--- config.mk ---
export PLATFORM = sky130hd
export DESIGN_NAME = fetch_unit
export DESIGN_NICKNAME = d
export VERILOG_FILES = /design/src/fetch_pkg.sv /design/src/beat_counter.sv /design/src/fetch_unit.sv /design/src/fip_gen.sv /design/src/icache_bank.sv /design/src/refill_fsm.sv
export SDC_FILE = /design/constraint.sdc
export NUM_CORES = 2
export LEC_CHECK = 0
export BUFFER_PORTS_ARGS = -buffer_cell sky130_fd_sc_hd__buf_2
export CORE_MARGIN = 8
export CORE_UTILIZATION = 35
export CTS_CLUSTER_DIAMETER = 80
export CTS_CLUSTER_SIZE = 30
export DETAILED_ROUTE_END_ITERATION = 6
export GPL_ROUTABILITY_DRIVEN = 0
export PLACE_DENSITY_LB_ADDON = 0.3
export SLEW_MARGIN = 20
export SYNTH_ARGS = -nofsm -noshare
export SYNTH_HDL_FRONTEND = slang
export SYNTH_MEMORY_MAX_BITS = 65536
export SYNTH_SLANG_ARGS = --single-unit
--- constraint.sdc ---
create_clock -name clk -period 5 [get_ports clk]
set_clock_uncertainty 0.2 [all_clocks]
set_input_delay 0.75 -clock clk [delete_from_list [all_inputs] [get_ports clk]]
set_output_delay 0.75 -clock clk [all_outputs]
set_load 0.02 [all_outputs]
--- src/fetch_pkg.sv ---
package fetch_pkg;

    ////////////////////////////////////////////////////////////
    // widths
    ////////////////////////////////////////////////////////////

    localparam int line_addr_w    = 28;  // byte address bits 31:4
    localparam int line_w         = 128;
    localparam int beat_w         = 32;
    localparam int beats_per_line = 4;
    localparam int beat_idx_w     = 2;

    // per-bank geometry with bit 0 of a line address picking the bank
    localparam int bank_lines = 16;
    localparam int index_w    = 4;   // line address bits 4:1
    localparam int tag_w      = 23;  // line address bits 27:5

    ////////////////////////////////////////////////////////////
    // enums
    ////////////////////////////////////////////////////////////

    typedef enum logic [1:0] {
        redir_none,
        redir_branch,
        redir_resteer,
        redir_init      // highest priority
    } redirect_src_e;

    typedef enum logic [1:0] {
        st_idle,
        st_req,
        st_fill
    } refill_state_e;

endpackage

--- src/beat_counter.sv ---
`timescale 1ns/1ps

module beat_counter (
    input  logic                             clk,
    input  logic                             rst_i,
    input  logic                             clear_i,
    input  logic                             beat_i,
    output logic [fetch_pkg::beat_idx_w-1:0] beat_o,
    output logic                             last_o
);
    import fetch_pkg::*;

    logic [beat_idx_w-1:0] beat_q;

    always_ff @(posedge clk) begin
        if (rst_i || clear_i)
            beat_q <= '0;
        else if (beat_i)
            beat_q <= last_o ? '0 : beat_q + 1'b1;  // wrap after the final word
    end

    assign beat_o = beat_q;
    assign last_o = (beat_q == beat_idx_w'(beats_per_line - 1));

endmodule

--- src/fetch_unit.sv ---
`timescale 1ns/1ps

module fetch_unit (
    input  logic                               clk,
    input  logic                               rst_i,
    input  logic                               init_i,
    input  logic                               resteer_i,
    input  logic                               branch_i,
    input  logic [31:0]                        init_addr_i,
    input  logic [31:0]                        resteer_addr_i,
    input  logic [31:0]                        branch_addr_i,
    input  logic                               fetch_ready_i,
    input  logic                               mem_req_ready_i,
    input  logic                               mem_rsp_valid_i,
    input  logic [fetch_pkg::beat_w-1:0]       mem_rsp_data_i,
    output logic                               fetch_valid_o,
    output logic [fetch_pkg::line_w-1:0]       line_even_o,
    output logic [fetch_pkg::line_w-1:0]       line_odd_o,
    output logic [fetch_pkg::line_addr_w-1:0]  fip_even_o,
    output logic [fetch_pkg::line_addr_w-1:0]  fip_odd_o,
    output logic                               mem_req_valid_o,
    output logic [fetch_pkg::line_addr_w-1:0]  mem_req_addr_o,
    output logic                               mem_rsp_ready_o
);
    import fetch_pkg::*;

    logic                  hit_even;
    logic                  hit_odd;
    logic                  fill_even;
    logic                  fill_odd;
    logic                  rsp_beat;
    logic                  beat_clear;
    logic [beat_idx_w-1:0] beat_idx;
    logic                  beat_last;

    fip_gen fip_gen_inst (
        .clk(clk), .rst_i(rst_i),
        .init_i(init_i), .resteer_i(resteer_i), .branch_i(branch_i),
        .init_addr_i(init_addr_i), .resteer_addr_i(resteer_addr_i),
        .branch_addr_i(branch_addr_i),
        .fetch_valid_i(fetch_valid_o), .fetch_ready_i(fetch_ready_i),
        .fip_even_o(fip_even_o), .fip_odd_o(fip_odd_o)
    );

    ////////////////////////////////////////////////////////////
    // banks share fill address and data but not the enables
    ////////////////////////////////////////////////////////////

    icache_bank even_bank (
        .clk(clk), .rst_i(rst_i), .lookup_addr_i(fip_even_o),
        .fill_en_i(fill_even), .fill_addr_i(mem_req_addr_o),
        .fill_beat_i(beat_idx), .fill_last_i(beat_last), .fill_word_i(mem_rsp_data_i),
        .hit_o(hit_even), .line_o(line_even_o)
    );

    icache_bank odd_bank (
        .clk(clk), .rst_i(rst_i), .lookup_addr_i(fip_odd_o),
        .fill_en_i(fill_odd), .fill_addr_i(mem_req_addr_o),
        .fill_beat_i(beat_idx), .fill_last_i(beat_last), .fill_word_i(mem_rsp_data_i),
        .hit_o(hit_odd), .line_o(line_odd_o)
    );

    refill_fsm refill_fsm_inst (
        .clk(clk), .rst_i(rst_i),
        .hit_even_i(hit_even), .hit_odd_i(hit_odd),
        .fip_even_i(fip_even_o), .fip_odd_i(fip_odd_o),
        .mem_req_ready_i(mem_req_ready_i), .mem_rsp_valid_i(mem_rsp_valid_i),
        .last_beat_i(beat_last),
        .mem_req_valid_o(mem_req_valid_o), .mem_req_addr_o(mem_req_addr_o),
        .mem_rsp_ready_o(mem_rsp_ready_o),
        .fill_even_o(fill_even), .fill_odd_o(fill_odd),
        .beat_o(rsp_beat), .beat_clear_o(beat_clear),
        .fetch_valid_o(fetch_valid_o)
    );

    beat_counter beat_counter_inst (
        .clk(clk), .rst_i(rst_i), .clear_i(beat_clear), .beat_i(rsp_beat),
        .beat_o(beat_idx), .last_o(beat_last)
    );

endmodule

--- src/fip_gen.sv ---
`timescale 1ns/1ps

module fip_gen (
    input  logic                               clk,
    input  logic                               rst_i,
    input  logic                               init_i,
    input  logic                               resteer_i,
    input  logic                               branch_i,
    input  logic [31:0]                        init_addr_i,
    input  logic [31:0]                        resteer_addr_i,
    input  logic [31:0]                        branch_addr_i,
    input  logic                               fetch_valid_i,
    input  logic                               fetch_ready_i,
    output logic [fetch_pkg::line_addr_w-1:0]  fip_even_o,
    output logic [fetch_pkg::line_addr_w-1:0]  fip_odd_o
);
    import fetch_pkg::*;

    redirect_src_e          redir_src;
    logic [31:0]            redir_addr;
    logic [line_addr_w-1:0] redir_line;
    logic [line_addr_w-1:0] redir_line_p1;
    logic [line_addr_w-1:0] fip_even_q;
    logic [line_addr_w-1:0] fip_odd_q;
    logic                   fetch_xfer;

    // init beats resteer beats branch
    always_comb begin
        if (init_i)
            redir_src = redir_init;
        else if (resteer_i)
            redir_src = redir_resteer;
        else if (branch_i)
            redir_src = redir_branch;
        else
            redir_src = redir_none;
    end

    always_comb begin
        case (redir_src)
            redir_init:    redir_addr = init_addr_i;
            redir_resteer: redir_addr = resteer_addr_i;
            default:       redir_addr = branch_addr_i;  // don't care when none
        endcase
    end

    // round up to the next line of each parity
    assign redir_line    = redir_addr[31:4];
    assign redir_line_p1 = redir_line + line_addr_w'(1);

    assign fetch_xfer = fetch_valid_i && fetch_ready_i;

    always_ff @(posedge clk) begin
        if (rst_i) begin
            fip_even_q <= '0;
            fip_odd_q  <= line_addr_w'(1);
        end else if (redir_src != redir_none) begin
            fip_even_q <= redir_line[0] ? redir_line_p1 : redir_line;
            fip_odd_q  <= redir_line[0] ? redir_line : redir_line_p1;
        end else if (fetch_xfer) begin
            fip_even_q <= fip_even_q + line_addr_w'(2);  // next line pair
            fip_odd_q  <= fip_odd_q + line_addr_w'(2);
        end
    end

    assign fip_even_o = fip_even_q;
    assign fip_odd_o  = fip_odd_q;

endmodule

--- src/icache_bank.sv ---
`timescale 1ns/1ps

module icache_bank (
    input  logic                               clk,
    input  logic                               rst_i,
    input  logic [fetch_pkg::line_addr_w-1:0]  lookup_addr_i,
    input  logic                               fill_en_i,
    input  logic [fetch_pkg::line_addr_w-1:0]  fill_addr_i,
    input  logic [fetch_pkg::beat_idx_w-1:0]   fill_beat_i,
    input  logic                               fill_last_i,
    input  logic [fetch_pkg::beat_w-1:0]       fill_word_i,
    output logic                               hit_o,
    output logic [fetch_pkg::line_w-1:0]       line_o
);
    import fetch_pkg::*;

    ////////////////////////////////////////////////////////////
    // storage
    ////////////////////////////////////////////////////////////

    logic [tag_w-1:0]                       tag_mem  [bank_lines];
    logic [beats_per_line-1:0][beat_w-1:0]  line_mem [bank_lines];
    logic [bank_lines-1:0]                  valid_q;

    logic [index_w-1:0] lookup_idx;
    logic [tag_w-1:0]   lookup_tag;
    logic [index_w-1:0] fill_idx;
    logic [tag_w-1:0]   fill_tag;

    // bit 0 is the bank parity and is not stored
    assign lookup_idx = lookup_addr_i[index_w:1];
    assign lookup_tag = lookup_addr_i[line_addr_w-1:index_w+1];
    assign fill_idx   = fill_addr_i[index_w:1];
    assign fill_tag   = fill_addr_i[line_addr_w-1:index_w+1];

    ////////////////////////////////////////////////////////////
    // lookup
    ////////////////////////////////////////////////////////////

    assign hit_o  = valid_q[lookup_idx] && (tag_mem[lookup_idx] == lookup_tag);
    assign line_o = line_mem[lookup_idx];  // word 0 in the low bits

    ////////////////////////////////////////////////////////////
    // fill
    ////////////////////////////////////////////////////////////

    always_ff @(posedge clk) begin
        if (fill_en_i) begin
            line_mem[fill_idx][fill_beat_i] <= fill_word_i;
            if (fill_last_i)
                tag_mem[fill_idx] <= fill_tag;
        end
    end

    // entry drops out on the first beat, comes back with the last one
    always_ff @(posedge clk) begin
        if (rst_i)
            valid_q <= '0;
        else if (fill_en_i)
            valid_q[fill_idx] <= fill_last_i;
    end

endmodule

--- src/refill_fsm.sv ---
`timescale 1ns/1ps

module refill_fsm (
    input  logic                               clk,
    input  logic                               rst_i,
    input  logic                               hit_even_i,
    input  logic                               hit_odd_i,
    input  logic [fetch_pkg::line_addr_w-1:0]  fip_even_i,
    input  logic [fetch_pkg::line_addr_w-1:0]  fip_odd_i,
    input  logic                               mem_req_ready_i,
    input  logic                               mem_rsp_valid_i,
    input  logic                               last_beat_i,
    output logic                               mem_req_valid_o,
    output logic [fetch_pkg::line_addr_w-1:0]  mem_req_addr_o,
    output logic                               mem_rsp_ready_o,
    output logic                               fill_even_o,
    output logic                               fill_odd_o,
    output logic                               beat_o,
    output logic                               beat_clear_o,
    output logic                               fetch_valid_o
);
    import fetch_pkg::*;

    refill_state_e          state_q;
    logic [line_addr_w-1:0] miss_addr_q;
    logic                   miss_odd_q;    // target bank of the refill
    logic                   any_miss;

    assign any_miss = !hit_even_i || !hit_odd_i;

    always_ff @(posedge clk) begin
        if (rst_i) begin
            state_q <= st_idle;
        end else begin
            case (state_q)
                st_idle: if (any_miss) state_q <= st_req;
                st_req:  if (mem_req_ready_i) state_q <= st_fill;
                st_fill: if (beat_o && last_beat_i) state_q <= st_idle;
                default: state_q <= st_idle;
            endcase
        end
    end

    // even bank is served first when both miss
    always_ff @(posedge clk) begin
        if (state_q == st_idle) begin
            miss_odd_q  <= hit_even_i;
            miss_addr_q <= hit_even_i ? fip_odd_i : fip_even_i;
        end
    end

    ////////////////////////////////////////////////////////////
    // memory side and fill steering
    ////////////////////////////////////////////////////////////

    assign mem_req_valid_o = (state_q == st_req);
    assign mem_req_addr_o  = miss_addr_q;  // held until the fsm is idle again
    assign mem_rsp_ready_o = (state_q == st_fill);

    assign beat_o       = mem_rsp_valid_i && mem_rsp_ready_o;
    assign beat_clear_o = (state_q != st_fill);
    assign fill_even_o  = beat_o && !miss_odd_q;
    assign fill_odd_o   = beat_o && miss_odd_q;

    assign fetch_valid_o = (state_q == st_idle) && hit_even_i && hit_odd_i;

endmodule

==> flow_summary.rst <==
.. list-table::
   :header-rows: 1

   * - Metric
     - Value
   * - Total GRT Usage
     - 0.175
   * - Detailed Place HPWL
     - 299 mm
   * - Most instantiated flip-flop cell in the synthesis netlist
     - sky130_fd_sc_hd__edfxtp_1
   * - Maximum ir drop on the vdd rail
     - 287 µV
   * - I/O Pins
     - 479
   * - Class of the most critical setup path
     - register to output pin
   * - Routed wire length
     - 518 mm
   * - Wirelength per Cell
     - 31.8 µm
   * - CP max stage cell
     - sky130_fd_sc_hd__dfxtp_1
   * - Minimum clock period
     - 5.05 ns
   * - Final-layout fill cell count
     - 47,700
   * - Most common cell after layout, fill and taps aside
     - sky130_fd_sc_hd__edfxtp_1
   * - Floorplan die area
     - 570,000 µm²
   * - Footprint of the multi-input gates
     - 41,700 µm²
   * - Clock root buffer
     - sky130_fd_sc_hd__clkbuf_16
   * - Worst hold-check path type
     - input pin to register
   * - Sequential Area
     - 148,000 µm²
   * - Max transition margin
     - 0.214
   * - Fin crit share
     - 1.01
   * - Smallest setup slack after layout
     - -0.0464 ns
   * - Endpoint class of the critical path
     - output pin
   * - Arrival time at the worst endpoint
     - 4.10 ns
   * - Area growth, synth to finish
     - 11.7%
   * - Switching power
     - 18,300 µW
   * - Violations in the final reports
     - negative setup slack
   * - Largest net degree at the start of global routing
     - 158
   * - Initial core utilization
     - 0.351
   * - Clock Sinks
     - 4,960
   * - Global route overflow
     - 0
   * - Status
     - finished with violations
   * - Max-slew violation count
     - 0
   * - Vias post-DR
     - 89,500
   * - Portion of total power attributed to sequential cells
     - 0.609
   * - Crit path largest cell delay
     - 1.00 ns
   * - Post-synthesis instance area
     - 191,000 µm²
   * - Type of origin of the critical path
     - register
   * - Post-route antenna net violation count
     - 0
   * - Overall power after layout
     - 75,700 µW
   * - TritonRoute pass-1 iters
     - 5
   * - Clock power frac
     - 0.277
   * - Antenna violations before repair
     - 38
   * - Horizontal die dimension
     - 755 µm
   * - Die height
     - 755 µm
   * - First-pass GRT wire length
     - 719 mm
   * - CTS tree
     - built
   * - RSZ-0062 raised after global routing
     - true
   * - Count of warnings emitted by yosys
     - 0
   * - Flip-flop and latch count after synthesis
     - 4,960
   * - H-tree depth
     - 4
   * - Slew at the pin closest to its max-slew limit
     - 1.18 ns
   * - Max clock buf depth
     - 4
   * - Cell-by-cell listing of the critical path
     - mux4_2 -> nor2b_1 -> a211oi_1 -> a21oi_1 -> buf_4 -> nand2_1 -> a2111o_1 -> nand3b_1 -> and3b_2 -> buf_6
   * - Synth Net Count
     - 8,365
   * - Placed instance count
     - 15,900
   * - Cell variety after synth
     - 71
   * - Critical path data required time
     - 4.05 ns
   * - Internal Power
     - 57,400 µW
   * - Final net count
     - 9,083
   * - Count of buffers inserted at the top-level ports
     - 465
   * - Leakage power
     - 0.0644 µW
   * - Commonest cells after routing, fill and taps aside
     - 4,861 x sky130_fd_sc_hd__edfxtp_1, 1,416 x sky130_fd_sc_hd__mux4_2, 431 x sky130_fd_sc_hd__buf_2
   * - Proportion of register bits with asynchronous set or reset after synthesis
     - 0
   * - Num CTS Buffers
     - 205
   * - Instance count of the mapped netlist
     - 8,221
   * - Post-route insts no fill
     - 16,300
   * - Number of DRC violations after detailed-routing iteration 0
     - 10,700
   * - Number of flops mapped to enable cells by yosys
     - 4,861
   * - Hold violation count in the final report
     - 0
   * - Max Fanout on Critical Path
     - 12
   * - Final setup TNS
     - -0.0464 ns
   * - Number of max-cap violations
     - 0
   * - Post-route core utilization
     - 0.392
   * - Vias per std cell
     - 5.50
   * - DP Worst Slack
     - 0.272 ns
   * - CORE AREA
     - 544,000 µm²
   * - FMAX
     - 0.198 GHz
   * - Final setup vio count
     - 1
   * - Via count of the first global-routing pass
     - 91,400
   * - Sw Ratio
     - 0.242
   * - Remaining DRCs
     - 0
   * - Core Rows
     - 271
   * - Power density over the cells
     - 354 nW/µm²
   * - Post-Synthesis Mean Instance Area
     - 23.2 µm²
   * - Latest clock arrival within the worst-skew pair
     - 0.97 ns
   * - Sequential cell area fraction in the yosys report
     - 0.774
   * - Combinational share of power
     - 0.114
   * - Share of cells above drive strength 1
     - 0.319
   * - Clock-pin transition on the worst setup and hold timing paths
     - 0.12 ns
[layer usage]
metal  global-route usage  share of wire  vias up
met1                0.245           0.42    49500
met2                0.298           0.50     3364
met5                    0              0        -
li1                     -              -    36200
met4               0.0327          0.019        0
met3               0.0231          0.068      460
[critical path: cells and delay by family (launching register included)]
kind,cells,cell delay (ns)
flops,1,1.00
simple gates,4,0.80
compound gates,3,0.57
mux,1,0.37
buf+inv,2,0.33
[flip-flops by register name (all words and copies together) (netlist names), named ones only]
register / cells
fip_gen_inst.fip_odd_o: 28
beat_counter_inst.beat_o: 2
refill_fsm_inst.state_q: 2
even_bank.valid_q: 16
even_bank.line_mem: 2048
fip_gen_inst.fip_even_o: 27
odd_bank.tag_mem: 368
refill_fsm_inst.mem_req_addr_o: 28
refill_fsm_inst.miss_odd_q: 1
odd_bank.line_mem: 2048
odd_bank.valid_q: 16
even_bank.tag_mem: 368
[per-stage QoR]
step / area [µm²] / hold slack (ns)
after CTS: 213000 / 0.0307
after global placement: 206000 / 0.268
final: 214000 / 0.0692
after global routing: 214000 / 0.0268
after floorplan: 191000 / 0.252
after detailed placement: 206000 / 0.284
[timing repair]
action / CTS / global route
gates resized for setup: 57 / 46
buffers inserted: 25 / 17
endpoints found under the hold margin: 69 / 0
hold buffers: 7 / 0
pin swaps: 4 / 12
cloned: 12 / 6
setup endpoints to repair: 236 / 16
[power groups by stage]
stage               logic [µW]  clock network, µW  registers (µW)
finish                    8620              21000           46100
global route              9130              22600           46100
CTS                       8660              21500           46100
detailed placement        8340                  0           47100
global placement          8230                  0           47100
floorplan                 4790                  0           47000
[cell usage after synthesis (56+ instances only)]
cell type	count	area [µm²]
sky130_fd_sc_hd__mux4_2	1416	31900
sky130_fd_sc_hd__buf_1	114	428
sky130_fd_sc_hd__edfxtp_1	4861	146000
sky130_fd_sc_hd__nor2_1	148	556
sky130_fd_sc_hd__and2_1	148	926
sky130_fd_sc_hd__mux2i_1	197	1970
sky130_fd_sc_hd__a211oi_1	68	510
sky130_fd_sc_hd__nand2_1	129	484
sky130_fd_sc_hd__clkbuf_1	277	1040
sky130_fd_sc_hd__xnor2_1	62	543
sky130_fd_sc_hd__a21oi_1	56	280
sky130_fd_sc_hd__dfxtp_1	99	1980
[area by class of cell]
cell class                      count  area share
Antenna cell                       20    0.000234
Clock buffer                      229      0.0246
Clock inverter                     65     0.00444
Inverter                           15    0.000299
Multi-Input combinational cell   2789       0.195
Sequential cell                  4960       0.693
Tap cell                         7234      0.0424
Timing Repair Buffer              968      0.0398
[kinds of logic (layout without fill, tap and decap cells)]
kind of cell | count (synthesis) | in the layout | synth area share
mux | 1653 | 1653 | 0.180
flops | 4960 | 4960 | 0.774
simple gates | 737 | 737 | 0.0206
xor+xnor | 109 | 109 | 0.00500
other cells | 1 | 21 | 0.0000196
compound gates | 281 | 281 | 0.0101
fa+ha+maj | 8 | 8 | 0.000524
buf+inv | 472 | 1277 | 0.0100
[final timing paths]
| check | end | start | slack [ns] | cells after the start |
|---|---|---|---|---|
| worst max-delay path | fetch_valid_o | fip_gen_inst.fip_even_o[3] | -0.05 | 10 |
| worst min-delay path | even_bank.line_mem[3][63] | mem_rsp_data_i[31] | 0.07 | 1 |
| worst max register to register | fip_gen_inst.fip_odd_o[18] | register | 0.14 | 15 |
| worst min register to register | odd_bank.valid_q[12] | odd_bank.valid_q[12] | 0.30 | 2 |
No activity file was read; power rests on OpenSTA's default activity.
